## config.mk

```make
export PLATFORM = sky130hd
export DESIGN_NAME = mcu_pad_ctrl
export DESIGN_NICKNAME = d
export VERILOG_FILES = /design/src/hw/pad_ctrl_pkg.sv /design/src/hw/pad_reg_bank.sv /design/src/hw/pad_cfg_regs.sv /design/src/hw/pad_mux.sv /design/src/hw/stm_pad_override.sv /design/src/hw/mcu_pad_ctrl.sv
export SDC_FILE = /design/constraint.sdc
export NUM_CORES = 1
export LEC_CHECK = 0
export BUFFER_PORTS_ARGS = -buffer_cell sky130_fd_sc_hd__buf_2
export CORE_MARGIN = 2
export CORE_UTILIZATION = 35
export DETAILED_ROUTE_END_ITERATION = 12
export HOLD_SLACK_MARGIN = 0.06
export PLACE_DENSITY = 0.73
export SYNTH_ARGS = -nofsm -noshare
export SYNTH_HDL_FRONTEND = slang
export SYNTH_SLANG_ARGS = --single-unit
```

## constraint.sdc

```tcl
create_clock -name ref_clk_i -period 2.07 [get_ports ref_clk_i]
set_input_delay 0.1035 -clock ref_clk_i [delete_from_list [all_inputs] [get_ports ref_clk_i]]
set_output_delay 0.1035 -clock ref_clk_i [all_outputs]
set_load 0.02 [all_outputs]
```

## src/hw/pad_ctrl_pkg.sv

```systemverilog
`default_nettype none

package pad_ctrl_pkg;

  // source select per pad
  typedef enum logic [1:0] {
    PAD_SEL_PERIO  = 2'd0,
    PAD_SEL_APBIO  = 2'd1,
    PAD_SEL_FPGAIO = 2'd2,
    // pad left undriven, out 0 and oe 0
    PAD_SEL_NONE   = 2'd3
  } pad_sel_t;

  // drive strength, pulls etc, opaque to this block
  typedef logic [5:0] pad_cfg_t;

  // apb widths
  localparam int APB_ADDR_W = 12;
  localparam int APB_DATA_W = 32;

  typedef logic [APB_ADDR_W-1:0] apb_addr_t;
  typedef logic [APB_DATA_W-1:0] apb_data_t;

  // address map
  //   [11:9] reserved, must be zero
  //   [8]    bank, 0 = select, 1 = config
  //   [7:2]  pad index
  //   [1:0]  byte offset, ignored
  localparam int BANK_SEL_BIT = 8;
  localparam int IDX_LSB      = 2;

  // width of the pad index field
  localparam int PAD_IDX_W    = BANK_SEL_BIT - IDX_LSB;

  // first reserved address bit
  localparam int RSVD_LSB     = BANK_SEL_BIT + 1;

  // max pads addressable by the index field
  localparam int MAX_IO       = 1 << PAD_IDX_W;

endpackage

`default_nettype wire

```

## src/hw/pad_reg_bank.sv

```systemverilog
`timescale 1ns/1ps
`default_nettype none

module pad_reg_bank
  import pad_ctrl_pkg::*;
#(
  parameter int  N_IO    = 16,
  parameter type field_t = logic
) (
  input  logic                 ref_clk_i,
  input  logic                 arst_n_i,
  // write port
  input  logic                 we_i,
  input  logic [PAD_IDX_W-1:0] widx_i,
  input  field_t               wdata_i,
  // read port
  input  logic [PAD_IDX_W-1:0] ridx_i,
  output field_t               rdata_o,
  // whole array for the pad logic
  output field_t [N_IO-1:0]    fields_o
);

  field_t [N_IO-1:0] fields_q;

  logic widx_ok;
  logic ridx_ok;

  // indices past the last pad hit nothing
  assign widx_ok = int'(widx_i) < N_IO;
  assign ridx_ok = int'(ridx_i) < N_IO;

  always_ff @(posedge ref_clk_i or negedge arst_n_i) begin
    if (!arst_n_i) begin
      for (int i = 0; i < N_IO; i++) begin
        fields_q[i] <= field_t'(0);
      end
    end else if (we_i && widx_ok) begin
      fields_q[widx_i] <= wdata_i;
    end
  end

  always_comb begin
    rdata_o = field_t'(0);
    if (ridx_ok) begin
      rdata_o = fields_q[ridx_i];
    end
  end

  assign fields_o = fields_q;

endmodule

`default_nettype wire

```

## src/hw/pad_cfg_regs.sv

```systemverilog
`timescale 1ns/1ps
`default_nettype none

module pad_cfg_regs
  import pad_ctrl_pkg::*;
#(
  parameter int N_IO = 16
) (
  input  logic                  ref_clk_i,
  input  logic                  arst_n_i,
  // apb slave
  input  logic                  psel_i,
  input  logic                  penable_i,
  input  logic                  pwrite_i,
  input  apb_addr_t             paddr_i,
  input  apb_data_t             pwdata_i,
  output apb_data_t             prdata_o,
  output logic                  pready_o,
  output logic                  pslverr_o,
  // register contents
  output pad_sel_t [N_IO-1:0]   sel_o,
  output pad_cfg_t [N_IO-1:0]   cfg_o
);

  localparam int SEL_W = $bits(pad_sel_t);
  localparam int CFG_W = $bits(pad_cfg_t);

  logic                 access;
  logic                 bank_cfg;
  logic [PAD_IDX_W-1:0] idx;
  logic                 rsvd_err;
  logic                 idx_err;
  logic                 addr_err;
  logic                 acc_ok;
  logic                 sel_we;
  logic                 cfg_we;
  pad_sel_t             sel_rdata;
  pad_cfg_t             cfg_rdata;

  // access phase only, setup phase is ignored
  assign access   = psel_i & penable_i;

  assign bank_cfg = paddr_i[BANK_SEL_BIT];
  assign idx      = paddr_i[IDX_LSB +: PAD_IDX_W];

  assign rsvd_err = |paddr_i[APB_ADDR_W-1:RSVD_LSB];
  assign idx_err  = int'(idx) >= N_IO;
  assign addr_err = rsvd_err | idx_err;
  assign acc_ok   = access & ~addr_err;

  // at most one bank written per access
  assign sel_we   = acc_ok & pwrite_i & ~bank_cfg;
  assign cfg_we   = acc_ok & pwrite_i & bank_cfg;

  pad_reg_bank #(
    .N_IO    (N_IO),
    .field_t (pad_sel_t)
  ) u_sel_bank (
    .ref_clk_i (ref_clk_i),
    .arst_n_i  (arst_n_i),
    .we_i      (sel_we),
    .widx_i    (idx),
    .wdata_i   (pad_sel_t'(pwdata_i[SEL_W-1:0])),
    .ridx_i    (idx),
    .rdata_o   (sel_rdata),
    .fields_o  (sel_o)
  );

  pad_reg_bank #(
    .N_IO    (N_IO),
    .field_t (pad_cfg_t)
  ) u_cfg_bank (
    .ref_clk_i (ref_clk_i),
    .arst_n_i  (arst_n_i),
    .we_i      (cfg_we),
    .widx_i    (idx),
    .wdata_i   (pad_cfg_t'(pwdata_i[CFG_W-1:0])),
    .ridx_i    (idx),
    .rdata_o   (cfg_rdata),
    .fields_o  (cfg_o)
  );

  // read data, zero extended, 0 on error
  always_comb begin
    prdata_o = '0;
    if (acc_ok && !pwrite_i) begin
      if (bank_cfg) begin
        prdata_o[CFG_W-1:0] = cfg_rdata;
      end else begin
        prdata_o[SEL_W-1:0] = sel_rdata;
      end
    end
  end

  // no wait states
  assign pready_o  = access;
  assign pslverr_o = access & addr_err;

endmodule

`default_nettype wire

```

## src/hw/pad_mux.sv

```systemverilog
`timescale 1ns/1ps
`default_nettype none

module pad_mux
  import pad_ctrl_pkg::*;
#(
  parameter int N_IO = 16
) (
  input  pad_sel_t [N_IO-1:0] sel_i,
  // peripheral io
  input  logic [N_IO-1:0]     perio_out_i,
  input  logic [N_IO-1:0]     perio_oe_i,
  output logic [N_IO-1:0]     perio_in_o,
  // apb gpio
  input  logic [N_IO-1:0]     apbio_out_i,
  input  logic [N_IO-1:0]     apbio_oe_i,
  output logic [N_IO-1:0]     apbio_in_o,
  // fabric io
  input  logic [N_IO-1:0]     fpgaio_out_i,
  input  logic [N_IO-1:0]     fpgaio_oe_i,
  output logic [N_IO-1:0]     fpgaio_in_o,
  // towards the pins
  input  logic [N_IO-1:0]     func_in_i,
  output logic [N_IO-1:0]     func_out_o,
  output logic [N_IO-1:0]     func_oe_o
);

  always_comb begin
    func_out_o  = '0;
    func_oe_o   = '0;
    perio_in_o  = '0;
    apbio_in_o  = '0;
    fpgaio_in_o = '0;
    for (int k = 0; k < N_IO; k++) begin
      case (sel_i[k])
        PAD_SEL_PERIO: begin
          func_out_o[k] = perio_out_i[k];
          func_oe_o[k]  = perio_oe_i[k];
          perio_in_o[k] = func_in_i[k];
        end
        PAD_SEL_APBIO: begin
          func_out_o[k] = apbio_out_i[k];
          func_oe_o[k]  = apbio_oe_i[k];
          apbio_in_o[k] = func_in_i[k];
        end
        PAD_SEL_FPGAIO: begin
          func_out_o[k]  = fpgaio_out_i[k];
          func_oe_o[k]   = fpgaio_oe_i[k];
          fpgaio_in_o[k] = func_in_i[k];
        end
        // none: pad stays off, no source sees the input
        default: begin
          func_out_o[k] = 1'b0;
          func_oe_o[k]  = 1'b0;
        end
      endcase
    end
  end

endmodule

`default_nettype wire

```

## src/hw/stm_pad_override.sv

```systemverilog
`timescale 1ns/1ps
`default_nettype none

module stm_pad_override #(
  parameter int N_IO      = 16,
  parameter int TEST_BASE = 4,
  parameter int N_TEST    = 4
) (
  input  logic              stm_i,
  // from the pad mux
  input  logic [N_IO-1:0]   func_out_i,
  input  logic [N_IO-1:0]   func_oe_i,
  output logic [N_IO-1:0]   func_in_o,
  // fabric test port
  input  logic [N_TEST-1:0] test_out_i,
  input  logic [N_TEST-1:0] test_oe_i,
  output logic [N_TEST-1:0] test_in_o,
  // pins
  input  logic [N_IO-1:0]   io_in_i,
  output logic [N_IO-1:0]   io_out_o,
  output logic [N_IO-1:0]   io_oe_o
);

  // window has to fit in the pad ring
  if (TEST_BASE + N_TEST > N_IO) begin : g_bad_window
    $error("test window %0d+%0d exceeds %0d pads", TEST_BASE, N_TEST, N_IO);
  end

  always_comb begin
    if (stm_i) begin
      // everything off, then open the window
      io_out_o = '0;
      io_oe_o  = '0;
      for (int k = 0; k < N_TEST; k++) begin
        io_out_o[TEST_BASE+k] = test_out_i[k];
        io_oe_o[TEST_BASE+k]  = test_oe_i[k];
      end
    end else begin
      io_out_o = func_out_i;
      io_oe_o  = func_oe_i;
    end
  end

  // functional inputs are blocked in test mode
  assign func_in_o = stm_i ? '0 : io_in_i;

  // test pad k carries test bit k
  assign test_in_o = stm_i ? io_in_i[TEST_BASE +: N_TEST] : '0;

endmodule

`default_nettype wire

```

## src/hw/mcu_pad_ctrl.sv

```systemverilog
`timescale 1ns/1ps
`default_nettype none

module mcu_pad_ctrl
  import pad_ctrl_pkg::*;
#(
  parameter int N_IO      = 16,
  parameter int TEST_BASE = 4,
  parameter int N_TEST    = 4
) (
  input  logic                ref_clk_i,
  input  logic                arst_n_i,
  // apb slave
  input  logic                psel_i,
  input  logic                penable_i,
  input  logic                pwrite_i,
  input  apb_addr_t           paddr_i,
  input  apb_data_t           pwdata_i,
  output apb_data_t           prdata_o,
  output logic                pready_o,
  output logic                pslverr_o,
  // test mode
  input  logic                stm_i,
  // pads
  input  logic [N_IO-1:0]     io_in_i,
  output logic [N_IO-1:0]     io_out_o,
  output logic [N_IO-1:0]     io_oe_o,
  output pad_cfg_t [N_IO-1:0] pad_cfg_o,
  // peripheral io
  input  logic [N_IO-1:0]     perio_out_i,
  input  logic [N_IO-1:0]     perio_oe_i,
  output logic [N_IO-1:0]     perio_in_o,
  // apb gpio
  input  logic [N_IO-1:0]     apbio_out_i,
  input  logic [N_IO-1:0]     apbio_oe_i,
  output logic [N_IO-1:0]     apbio_in_o,
  // fabric io
  input  logic [N_IO-1:0]     fpgaio_out_i,
  input  logic [N_IO-1:0]     fpgaio_oe_i,
  output logic [N_IO-1:0]     fpgaio_in_o,
  // fabric test port
  input  logic [N_TEST-1:0]   test_out_i,
  input  logic [N_TEST-1:0]   test_oe_i,
  output logic [N_TEST-1:0]   test_in_o
);

  pad_sel_t [N_IO-1:0] sel_q;
  pad_cfg_t [N_IO-1:0] cfg_q;

  // functional side of the override
  logic [N_IO-1:0]     func_out;
  logic [N_IO-1:0]     func_oe;
  logic [N_IO-1:0]     func_in;

  pad_cfg_regs #(
    .N_IO (N_IO)
  ) u_regs (
    .ref_clk_i (ref_clk_i),
    .arst_n_i  (arst_n_i),
    .psel_i    (psel_i),
    .penable_i (penable_i),
    .pwrite_i  (pwrite_i),
    .paddr_i   (paddr_i),
    .pwdata_i  (pwdata_i),
    .prdata_o  (prdata_o),
    .pready_o  (pready_o),
    .pslverr_o (pslverr_o),
    .sel_o     (sel_q),
    .cfg_o     (cfg_q)
  );

  // pad config goes straight out, test mode does not touch it
  assign pad_cfg_o = cfg_q;

  pad_mux #(
    .N_IO (N_IO)
  ) u_mux (
    .sel_i        (sel_q),
    .perio_out_i  (perio_out_i),
    .perio_oe_i   (perio_oe_i),
    .perio_in_o   (perio_in_o),
    .apbio_out_i  (apbio_out_i),
    .apbio_oe_i   (apbio_oe_i),
    .apbio_in_o   (apbio_in_o),
    .fpgaio_out_i (fpgaio_out_i),
    .fpgaio_oe_i  (fpgaio_oe_i),
    .fpgaio_in_o  (fpgaio_in_o),
    .func_in_i    (func_in),
    .func_out_o   (func_out),
    .func_oe_o    (func_oe)
  );

  stm_pad_override #(
    .N_IO      (N_IO),
    .TEST_BASE (TEST_BASE),
    .N_TEST    (N_TEST)
  ) u_stm (
    .stm_i      (stm_i),
    .func_out_i (func_out),
    .func_oe_i  (func_oe),
    .func_in_o  (func_in),
    .test_out_i (test_out_i),
    .test_oe_i  (test_oe_i),
    .test_in_o  (test_in_o),
    .io_in_i    (io_in_i),
    .io_out_o   (io_out_o),
    .io_oe_o    (io_oe_o)
  );

endmodule

`default_nettype wire

```

==> flow_summary.json, run 1 <==
{
  "vias": 6755,
  "antenna_left": 0,
  "clkTransAtPathRegs_ps": 60,
  "cpMostUsedCell": "mux4_2",
  "fillers": 1983,
  "synth-edff-count": 0,
  "worstPathArrival_ps": 2150,
  "slew_headroom": 0.594,
  "io_pins": 384,
  "htree_num_levels": 4,
  "nets": 1195,
  "grt_use_met3": 0.0661,
  "cp_data_required_time_ps": 1970,
  "tns_ps": -370,
  "numClockSinks": 128,
  "worstMarginPinSlew_ps": 608,
  "ys.flop_type": "dfrtp_1",
  "leakage_uw": 0.00571,
  "crit_slowest_cell": "mux4_2",
  "grt_pass1_vias": 6848,
  "outcome": "finished with violations",
  "use_met2": 0.386,
  "setup_ws_ps": -183,
  "slowest_delay_ps": 510,
  "power_density_nw_per_um2": 580,
  "ys_types": 34,
  "cts_buffer_depth": 2,
  "diodes": 0,
  "rows": 54,
  "synthCells": 668,
  "place_ws_ps": -147,
  "fmaxAchievable_mhz": 444,
  "setup_viol": 3,
  "portBuffers": 329,
  "cts_tree": "built",
  "end_kind": "primary output",
  "async_flop_share": 1.00,
  "slew_violations": 0,
  "hp-class": "input pin to asynchronous set/reset pin",
  "timing.rr.start": "u_regs.u_cfg_bank.fields_o[30]",
  "synth-seq-cells": 128,
  "path_buf_inv": 1,
  "drc": 0,
  "fin_skew_ps": 0,
  "drive_above_1_share": 0.579,
  "max-vdd-ir-drop_v": 0.000812,
  "syn_area_per_cell_um2": 11.7,
  "antenna_found_initial": 0,
  "rsz0062_at_grt": "true",
  "timing_hold_violations_final": 0,
  "fin_util": 0.492,
  "dieArea_um2": 23500,
  "crit_family": "multiplexers",
  "area_growth_pct": 37.9,
  "netlist_area_um2": 7810,
  "period_minus_slack_ps": 2250,
  "synth_warnings": 0,
  "hpwl_mm": 19.2,
  "numCtsBuffers": 17,
  "chipHeight_um": 153,
  "rrSetupSlack_ps": 1050,
  "grt_pass1_wl_mm": 39.0,
  "grt_max_degree": 54,
  "final.period_utilization": 1.09,
  "drv_cap": 0,
  "place_congestion": 0.786,
  "crit_path_max_fanout": 2,
  "r2r_end": "u_regs.u_cfg_bank.fields_o[30]",
  "finalNonFillerCells": 1318,
  "rr_worst_depth": 3,
  "grt_overflow": 0,
  "first_pass_iters": 4,
  "clk_latency_ps": 410,
  "vias_per_cell": 5.13,
  "path_class": "register to primary output",
  "top_usage_layer": "met2",
  "initialDrtViolationCount": 397,
  "core_area_um2": 21900,
  "cp.depth": 5,
  "yosysSeqAreaShare": 0.410,
  "wire_per_inst_um": 19.7,
  "routed_wl_mm": 25.9,
  "crit_chain": "mux4_2 > mux4_2 > nand2b_1 > nand3_2 > buf_6",
  "track_usage": 0.214,
  "initial_core_util": 0.357,
  "start_kind": "register",
  "violations": "setup timing",
  "met1_usage": 0.245,
  "cts-root-buf": "clkbuf_16",
  "die_w_um": 153,
  "placed_cells": 1266
}
-- cells in the mapped netlist, drive strengths merged (2+ instances only) --
cell type | number | share of area
a211oi | 16 | 0.015
mux4 | 30 | 0.086
mux2i | 44 | 0.056
nand3 | 5 | 0.0032
dfrtp | 128 | 0.41
nor3 | 7 | 0.0088
nor4b | 18 | 0.024
nor2 | 60 | 0.029
a22oi | 4 | 0.0038
nand2 | 25 | 0.012
buf | 43 | 0.035
clkbuf | 36 | 0.017
mux2 | 130 | 0.19
nand2b | 4 | 0.0032
a21oi | 32 | 0.021
and2 | 6 | 0.0048
nor2b | 27 | 0.022
nor4 | 3 | 0.0043
nor4bb | 32 | 0.041
inv | 8 | 0.0038
nand4b | 2 | 0.0022
-- flip-flops by register name, summed over array words and instances (netlist names) --
name / flops
u_regs.u_cfg_bank.fields_o: 96
u_regs.u_sel_bank.fields_o: 32
-- what timing repair did --
action	in CTS	in global routing
endpoints found under the hold margin	35	0
hold buffers	1	0
setup buffers	12	7
pin swaps	2	3
setup endpoints to repair	6	6
gates resized for setup	13	9
cloned	0	0
-- worst register-to-register path, cell delays in order, from the launching register on --
cell and delay, ps:
dfrtp_1 390, buf_4 140, buf_4 130, mux2_2 250
-- power breakdown --
group	total, µW	internal (µW)	switching (µW)
clock	2980	1790	1190
sequential	2520	2510	8.00
combinational	743	284	459
-- metal layers --
layer | routed length, µm | vias up | share of wire
met2 | 13500 | 260 | 0.52
met1 | 9970 | 3346 | 0.38
li1 | - | 3122 | -
met4 | 434 | 0 | 0.017
met3 | 2010 | 27 | 0.077
met5 | 0 | - | 0
-- how the worst max path moves through the flow --
| stage | from | endpoint |
|---|---|---|
| 2_1_floorplan | paddr_i[6] | prdata_o[2] |
| 3_3_place_gp | paddr_i[6] | prdata_o[2] |
| 3_5_place_dp | paddr_i[6] | prdata_o[2] |
| 4_1_cts | u_regs.u_cfg_bank.fields_o[30] | prdata_o[0] |
| 5_1_grt | u_regs.u_cfg_bank.fields_o[30] | prdata_o[0] |
| 6_report | u_regs.u_cfg_bank.fields_o[30] | prdata_o[0] |
-- layout by cell type (no fill, tap or decap), types with 3 or more instances in the layout --
master and count:
nor3_4 3, mux2i_1 43, a21oi_1 32, and2_1 6, buf_12 10, nand2_1 25, nor4b_1 16, buf_2 322
nor2_1 60, nor2b_1 25, dfrtp_1 128, buf_4 57, mux4_2 30, a22oi_1 4, mux2_2 130, nand2b_1 4
conb_1 26, nor4bb_1 32, nand3_1 3, clkinvlp_4 4, nor3_1 4, inv_6 3, a211oi_2 5, clkinv_4 3
clkbuf_16 17, inv_1 8, a211oi_1 11
-- through the flow --
| step | cell area (µm²) | power [µW] | hold WS (ps) |
|---|---|---|---|
| 2_1_floorplan | 7910 | 2990 | -192 |
| 3_3_place_gp | 9940 | 3290 | 103 |
| 3_5_place_dp | 9940 | 3300 | 98.3 |
| 4_1_cts | 10700 | 6290 | 175 |
| 5_1_grt | 10800 | 6490 | 204 |
| 6_report | 10800 | 6240 | 188 |
-- final cells by class --
type | count | area (µm²) | share of cell area
Clock buffer | 18 | 429 | 0.0399
Clock inverter | 14 | 159 | 0.0148
Inverter | 8 | 30.0 | 0.00279
Multi-Input combinational cell | 478 | 4330 | 0.402
Sequential cell | 128 | 3200 | 0.297
Tap cell | 280 | 350 | 0.0325
Timing Repair Buffer | 392 | 2270 | 0.211
-- cell families after synthesis --
| logic type | after synthesis | synth area share |
|---|---|---|
| simple gates | 195 | 0.162 |
| other cells | 1 | 0.000480 |
| flops | 128 | 0.410 |
| mux | 204 | 0.330 |
| compound gates | 53 | 0.0407 |
| buf+inv | 87 | 0.0561 |
Note: power is estimated with default switching activity, not from simulation.
==> run 2, diff against run 1 <==
RECOVER_POWER = 25   (was default)
SKIP_CTS_REPAIR_TIMING = 1   (was default)
==> flow_summary.json, run 2 (same netlist as run 1, synthesis figures left out) <==
{
  "outcome": "finished with violations",
  "violations": "setup timing",
  "grt_max_degree": 54,
  "clk_latency_ps": 410,
  "worst_hold_path.num_cells": 2,
  "slowest_delay_ps": 510,
  "use_met2": 0.382,
  "slew_headroom": 0.395,
  "dieArea_um2": 23500,
  "crit_path_max_fanout": 3,
  "hp-class": "input pin to register",
  "cp_data_required_time_ps": 1970,
  "place_congestion": 0.786,
  "antenna_left": 0,
  "htree_num_levels": 4,
  "rows": 54,
  "wire_per_inst_um": 19.6,
  "worstMarginPinSlew_ps": 907,
  "setup_ws_ps": -202,
  "portBuffers": 329,
  "crit_slowest_cell": "mux4_2",
  "top_usage_layer": "met2",
  "hpwl_mm": 19.2,
  "timing_hold_violations_final": 0,
  "largest_register_ffs": 96,
  "antenna_found_initial": 0,
  "grt_use_met3": 0.0646,
  "initial_core_util": 0.357,
  "grt_overflow": 0,
  "io_pins": 384,
  "leakage_uw": 0.00564,
  "met1_usage": 0.243,
  "initialDrtViolationCount": 444,
  "max-vdd-ir-drop_v": 0.000761,
  "end_kind": "primary output",
  "area_growth_pct": 36.6,
  "whs_ps": 197,
  "setup_viol": 2,
  "numClockSinks": 128,
  "cts_tree": "built",
  "chipHeight_um": 153,
  "rsz0062_at_grt": "true",
  "core_area_um2": 21900,
  "power_density_nw_per_um2": 583,
  "drive_above_1_share": 0.573,
  "slew_violations": 0,
  "worstPathArrival_ps": 2170,
  "cts-root-buf": "clkbuf_16",
  "mostFrequentLayoutCells": "buf_2 (320), mux2_2 (130), dfrtp_1 (128)",
  "crit_chain": "mux4_2 > mux4_2 > nand2b_1 > nand3_2 > buf_6",
  "grt_pass1_wl_mm": 38.4,
  "path_buf_inv": 1,
  "fin_skew_ps": 0,
  "nets": 1186,
  "rr_worst_depth": 1,
  "vias": 6739,
  "cp.depth": 5,
  "diodes": 0,
  "vias_per_cell": 5.15,
  "track_usage": 0.211,
  "numCtsBuffers": 17,
  "first_pass_iters": 5,
  "drc": 0,
  "clkTransAtPathRegs_ps": 60,
  "crit_family": "multiplexers",
  "die_w_um": 153,
  "grt_pass1_vias": 6739,
  "start_kind": "register",
  "routed_wl_mm": 25.7,
  "cpMostUsedCell": "mux4_2",
  "fmaxAchievable_mhz": 440,
  "final.period_utilization": 1.10,
  "place_ws_ps": -147,
  "cts_buffer_depth": 2,
  "period_minus_slack_ps": 2270,
  "drv_cap": 0,
  "path_class": "register to primary output",
  "final_common_cell": "buf_2"
}
run 2: layer usage:
layer / part of all wire / routed length, µm
met5: 0 / 0
met4: 0.017 / 429
met3: 0.078 / 2000
met2: 0.52 / 13300
met1: 0.39 / 9930
run 2: area by class of cell:
class,count,area [µm²]
clock buffer,18,429
clock inverter,14,159
fill,1980,11200
inverter,8,30.0
multi-input combinational,478,4330
sequential,128,3200
tap,280,350
timing repair buffer,383,2170
run 2: metrics by stage:
stage / std cells / TNS, ps / util / power (µW) / instance area [µm²]
after floorplan: 693 / 0 / - / 2990 / 7910
after global placement: 1266 / -4060 / 0.454 / 3290 / 9940
after detailed placement: 1266 / -6810 / 0.454 / 3300 / 9940
after CTS: 1298 / -969 / 0.481 / 6280 / 10500
after global routing: 1309 / -616 / 0.487 / 6470 / 10700
final: 1309 / -394 / 0.487 / 6230 / 10700
run 2: final timing paths:
path,start,end,slack [ps]
worst max register to register,u_regs.u_sel_bank.fields_o[4],u_regs.u_sel_bank.fields_o[4],1130
worst max-delay path,u_regs.u_cfg_bank.fields_o[79],prdata_o[1],-200
worst min-delay path,pwdata_i[3],u_regs.u_cfg_bank.fields_o[39],200
min in group asynchronous,arst_n_i,u_regs.u_cfg_bank.fields_o[46],340
worst min register to register,u_regs.u_cfg_bank.fields_o[88],u_regs.u_cfg_bank.fields_o[88],520
max in group asynchronous,arst_n_i,u_regs.u_sel_bank.fields_o[16],460
run 2: power by group:
part	internal [µW]	switching, µW
clock	1790	1180
combinational	276	456
sequential	2510	8.24
==> run 3, diff against run 2 <==
--- a/config.mk
+++ b/config.mk
@@ -7,5 +7,4 @@
 export LEC_CHECK = 0
 export BUFFER_PORTS_ARGS = -buffer_cell sky130_fd_sc_hd__buf_2
-export CORE_MARGIN = 2
 export CORE_UTILIZATION = 35
 export DETAILED_ROUTE_END_ITERATION = 12
==> constraint.sdc (replaced) <==
create_clock -name ref_clk_i -period 2.07 [get_ports ref_clk_i]
set_input_delay 0.1035 -clock ref_clk_i [delete_from_list [all_inputs] [get_ports ref_clk_i]]
set_output_delay 0.1035 -clock ref_clk_i [all_outputs]
set_load 0.05 [all_outputs]
==> flow_summary.json, run 3 (same netlist as run 1, synthesis figures left out) <==
{
  "crit_path_max_fanout": 3,
  "clkTransAtPathRegs_ps": 60,
  "leakage_uw": 0.00568,
  "vias": 6737,
  "final.period_utilization": 1.10,
  "core_area_um2": 21800,
  "drv_cap": 0,
  "worstPathArrival_ps": 2170,
  "worstSetupStartpoint": "u_regs.u_cfg_bank.fields_o[60]",
  "setup_ws_ps": -199,
  "cpMostUsedCell": "mux4_2",
  "numClockSinks": 128,
  "cts_buffer_depth": 2,
  "max-vdd-ir-drop_v": 0.000570,
  "rows": 54,
  "fillers": 1984,
  "timing.rr.start": "u_regs.u_sel_bank.fields_o[26]",
  "grt_pass1_vias": 6713,
  "mostFrequentLayoutCells": "buf_2 (321), mux2_2 (130), dfrtp_1 (128)",
  "nets": 1188,
  "place_congestion": 0.825,
  "grt_max_degree": 69,
  "rrSetupSlack_ps": 1130,
  "finalNonFillerCells": 1313,
  "rr_worst_depth": 2,
  "routed_wl_mm": 26.5,
  "drc": 0,
  "rsz0062_at_grt": "true",
  "hp-class": "input pin to register",
  "r2r_end": "u_regs.u_sel_bank.fields_o[26]",
  "hpwl_mm": 20.2,
  "start_kind": "register",
  "setup_viol": 5,
  "end_kind": "primary output",
  "vias_per_cell": 5.13,
  "period_minus_slack_ps": 2270,
  "worst_hold_path.num_cells": 2,
  "worstHoldStart": "pwdata_i[4]",
  "worstMarginPinSlew_ps": 840,
  "portBuffers": 329,
  "numCtsBuffers": 17,
  "timing_hold_violations_final": 0,
  "place_ws_ps": -47.6,
  "tns_ps": -511,
  "track_usage": 0.228,
  "slew_headroom": 0.440,
  "htree_num_levels": 4,
  "initial_core_util": 0.358,
  "power_density_nw_per_um2": 592,
  "cts-root-buf": "clkbuf_16",
  "grt_overflow": 0,
  "chipHeight_um": 151,
  "slew_violations": 0,
  "first_pass_iters": 4,
  "largest_register_ffs": 96,
  "placed_cells": 1273,
  "antenna_left": 0,
  "slowest_delay_ps": 530,
  "fin_skew_ps": 0,
  "violations": "setup timing",
  "crit_path_end": "prdata_o[0]",
  "dieArea_um2": 22900,
  "die_w_um": 151,
  "initialDrtViolationCount": 232,
  "grt_pass1_wl_mm": 38.2,
  "drive_above_1_share": 0.604,
  "fmaxAchievable_mhz": 441,
  "clk_latency_ps": 420,
  "fin_util": 0.499,
  "area_growth_pct": 39.4,
  "crit_chain": "mux4_2 > mux4_2 > nand2b_1 > nand3_2 > buf_6",
  "crit_slowest_cell": "mux4_2",
  "final_common_cell": "buf_2",
  "cts_tree": "built",
  "outcome": "finished with violations",
  "cp_data_required_time_ps": 1970,
  "io_pins": 384,
  "path_class": "register to primary output",
  "antenna_found_initial": 4,
  "wire_per_inst_um": 20.2
}
## run 3: cell types whose count changed in the layout (fill, tap and decap cells not counted), moves of 11 or more
cell | previous run | this run
nor4b_2 | 0 | 11
nor4b_1 | 16 | 5
nor4bb_1 | 32 | 10
nor4bb_2 | 0 | 22
## run 3: worst min path at each step
stage	to	slack, ps
after floorplan	u_regs.u_cfg_bank.fields_o[0]	-190
after global placement	u_regs.u_cfg_bank.fields_o[50]	90
after detailed placement	u_regs.u_cfg_bank.fields_o[50]	90
after CTS	u_regs.u_cfg_bank.fields_o[50]	-370
after global routing	u_regs.u_cfg_bank.fields_o[62]	200
final	u_regs.u_cfg_bank.fields_o[40]	190
## run 3: cell type report
| cell class | count | area [µm²] | share of cell area |
|---|---|---|---|
| clock inverters | 9 | 108 | 0.00988 |
| diodes | 2 | 5.00 | 0.000460 |
| clock buffers | 23 | 478 | 0.0439 |
| repair buffers | 385 | 2160 | 0.199 |
| inverters | 8 | 30.0 | 0.00276 |
| well taps | 280 | 350 | 0.0322 |
| multi-input cells | 478 | 4550 | 0.418 |
| flip-flops and latches | 128 | 3200 | 0.294 |
## run 3: through the flow
step / hold slack [ps] / instance area (µm²) / total power [µW]
finish: 190 / 10900 / 6440
global route: 196 / 10900 / 6670
CTS: -369 / 10800 / 6510
detailed placement: 89.9 / 10200 / 3540
global placement: 88.6 / 10200 / 3530
floorplan: -192 / 8180 / 3220
## run 3: critical path, delay by kind of cell, from the launching register on
kind	cells	cell delay [ps]
buf+inv	1	160
mux	2	1030
simple gates	2	170
flops	1	400
## run 3: per-layer routing
metal	share of wire	routed length (µm)	GRT usage	vias to the layer above
met3	0.074	1960	0.0602	29
met4	0.016	413	0.0635	2
li1	-	-	-	3106
met1	0.39	10400	0.262	3350
met2	0.52	13700	0.412	250
met5	0.00042	11	0	-
## run 3: power by group
part | switching, µW | internal (µW) | total [µW]
combinational | 684 | 286 | 971
sequential | 8.43 | 2510 | 2520
clock | 1090 | 1860 | 2950
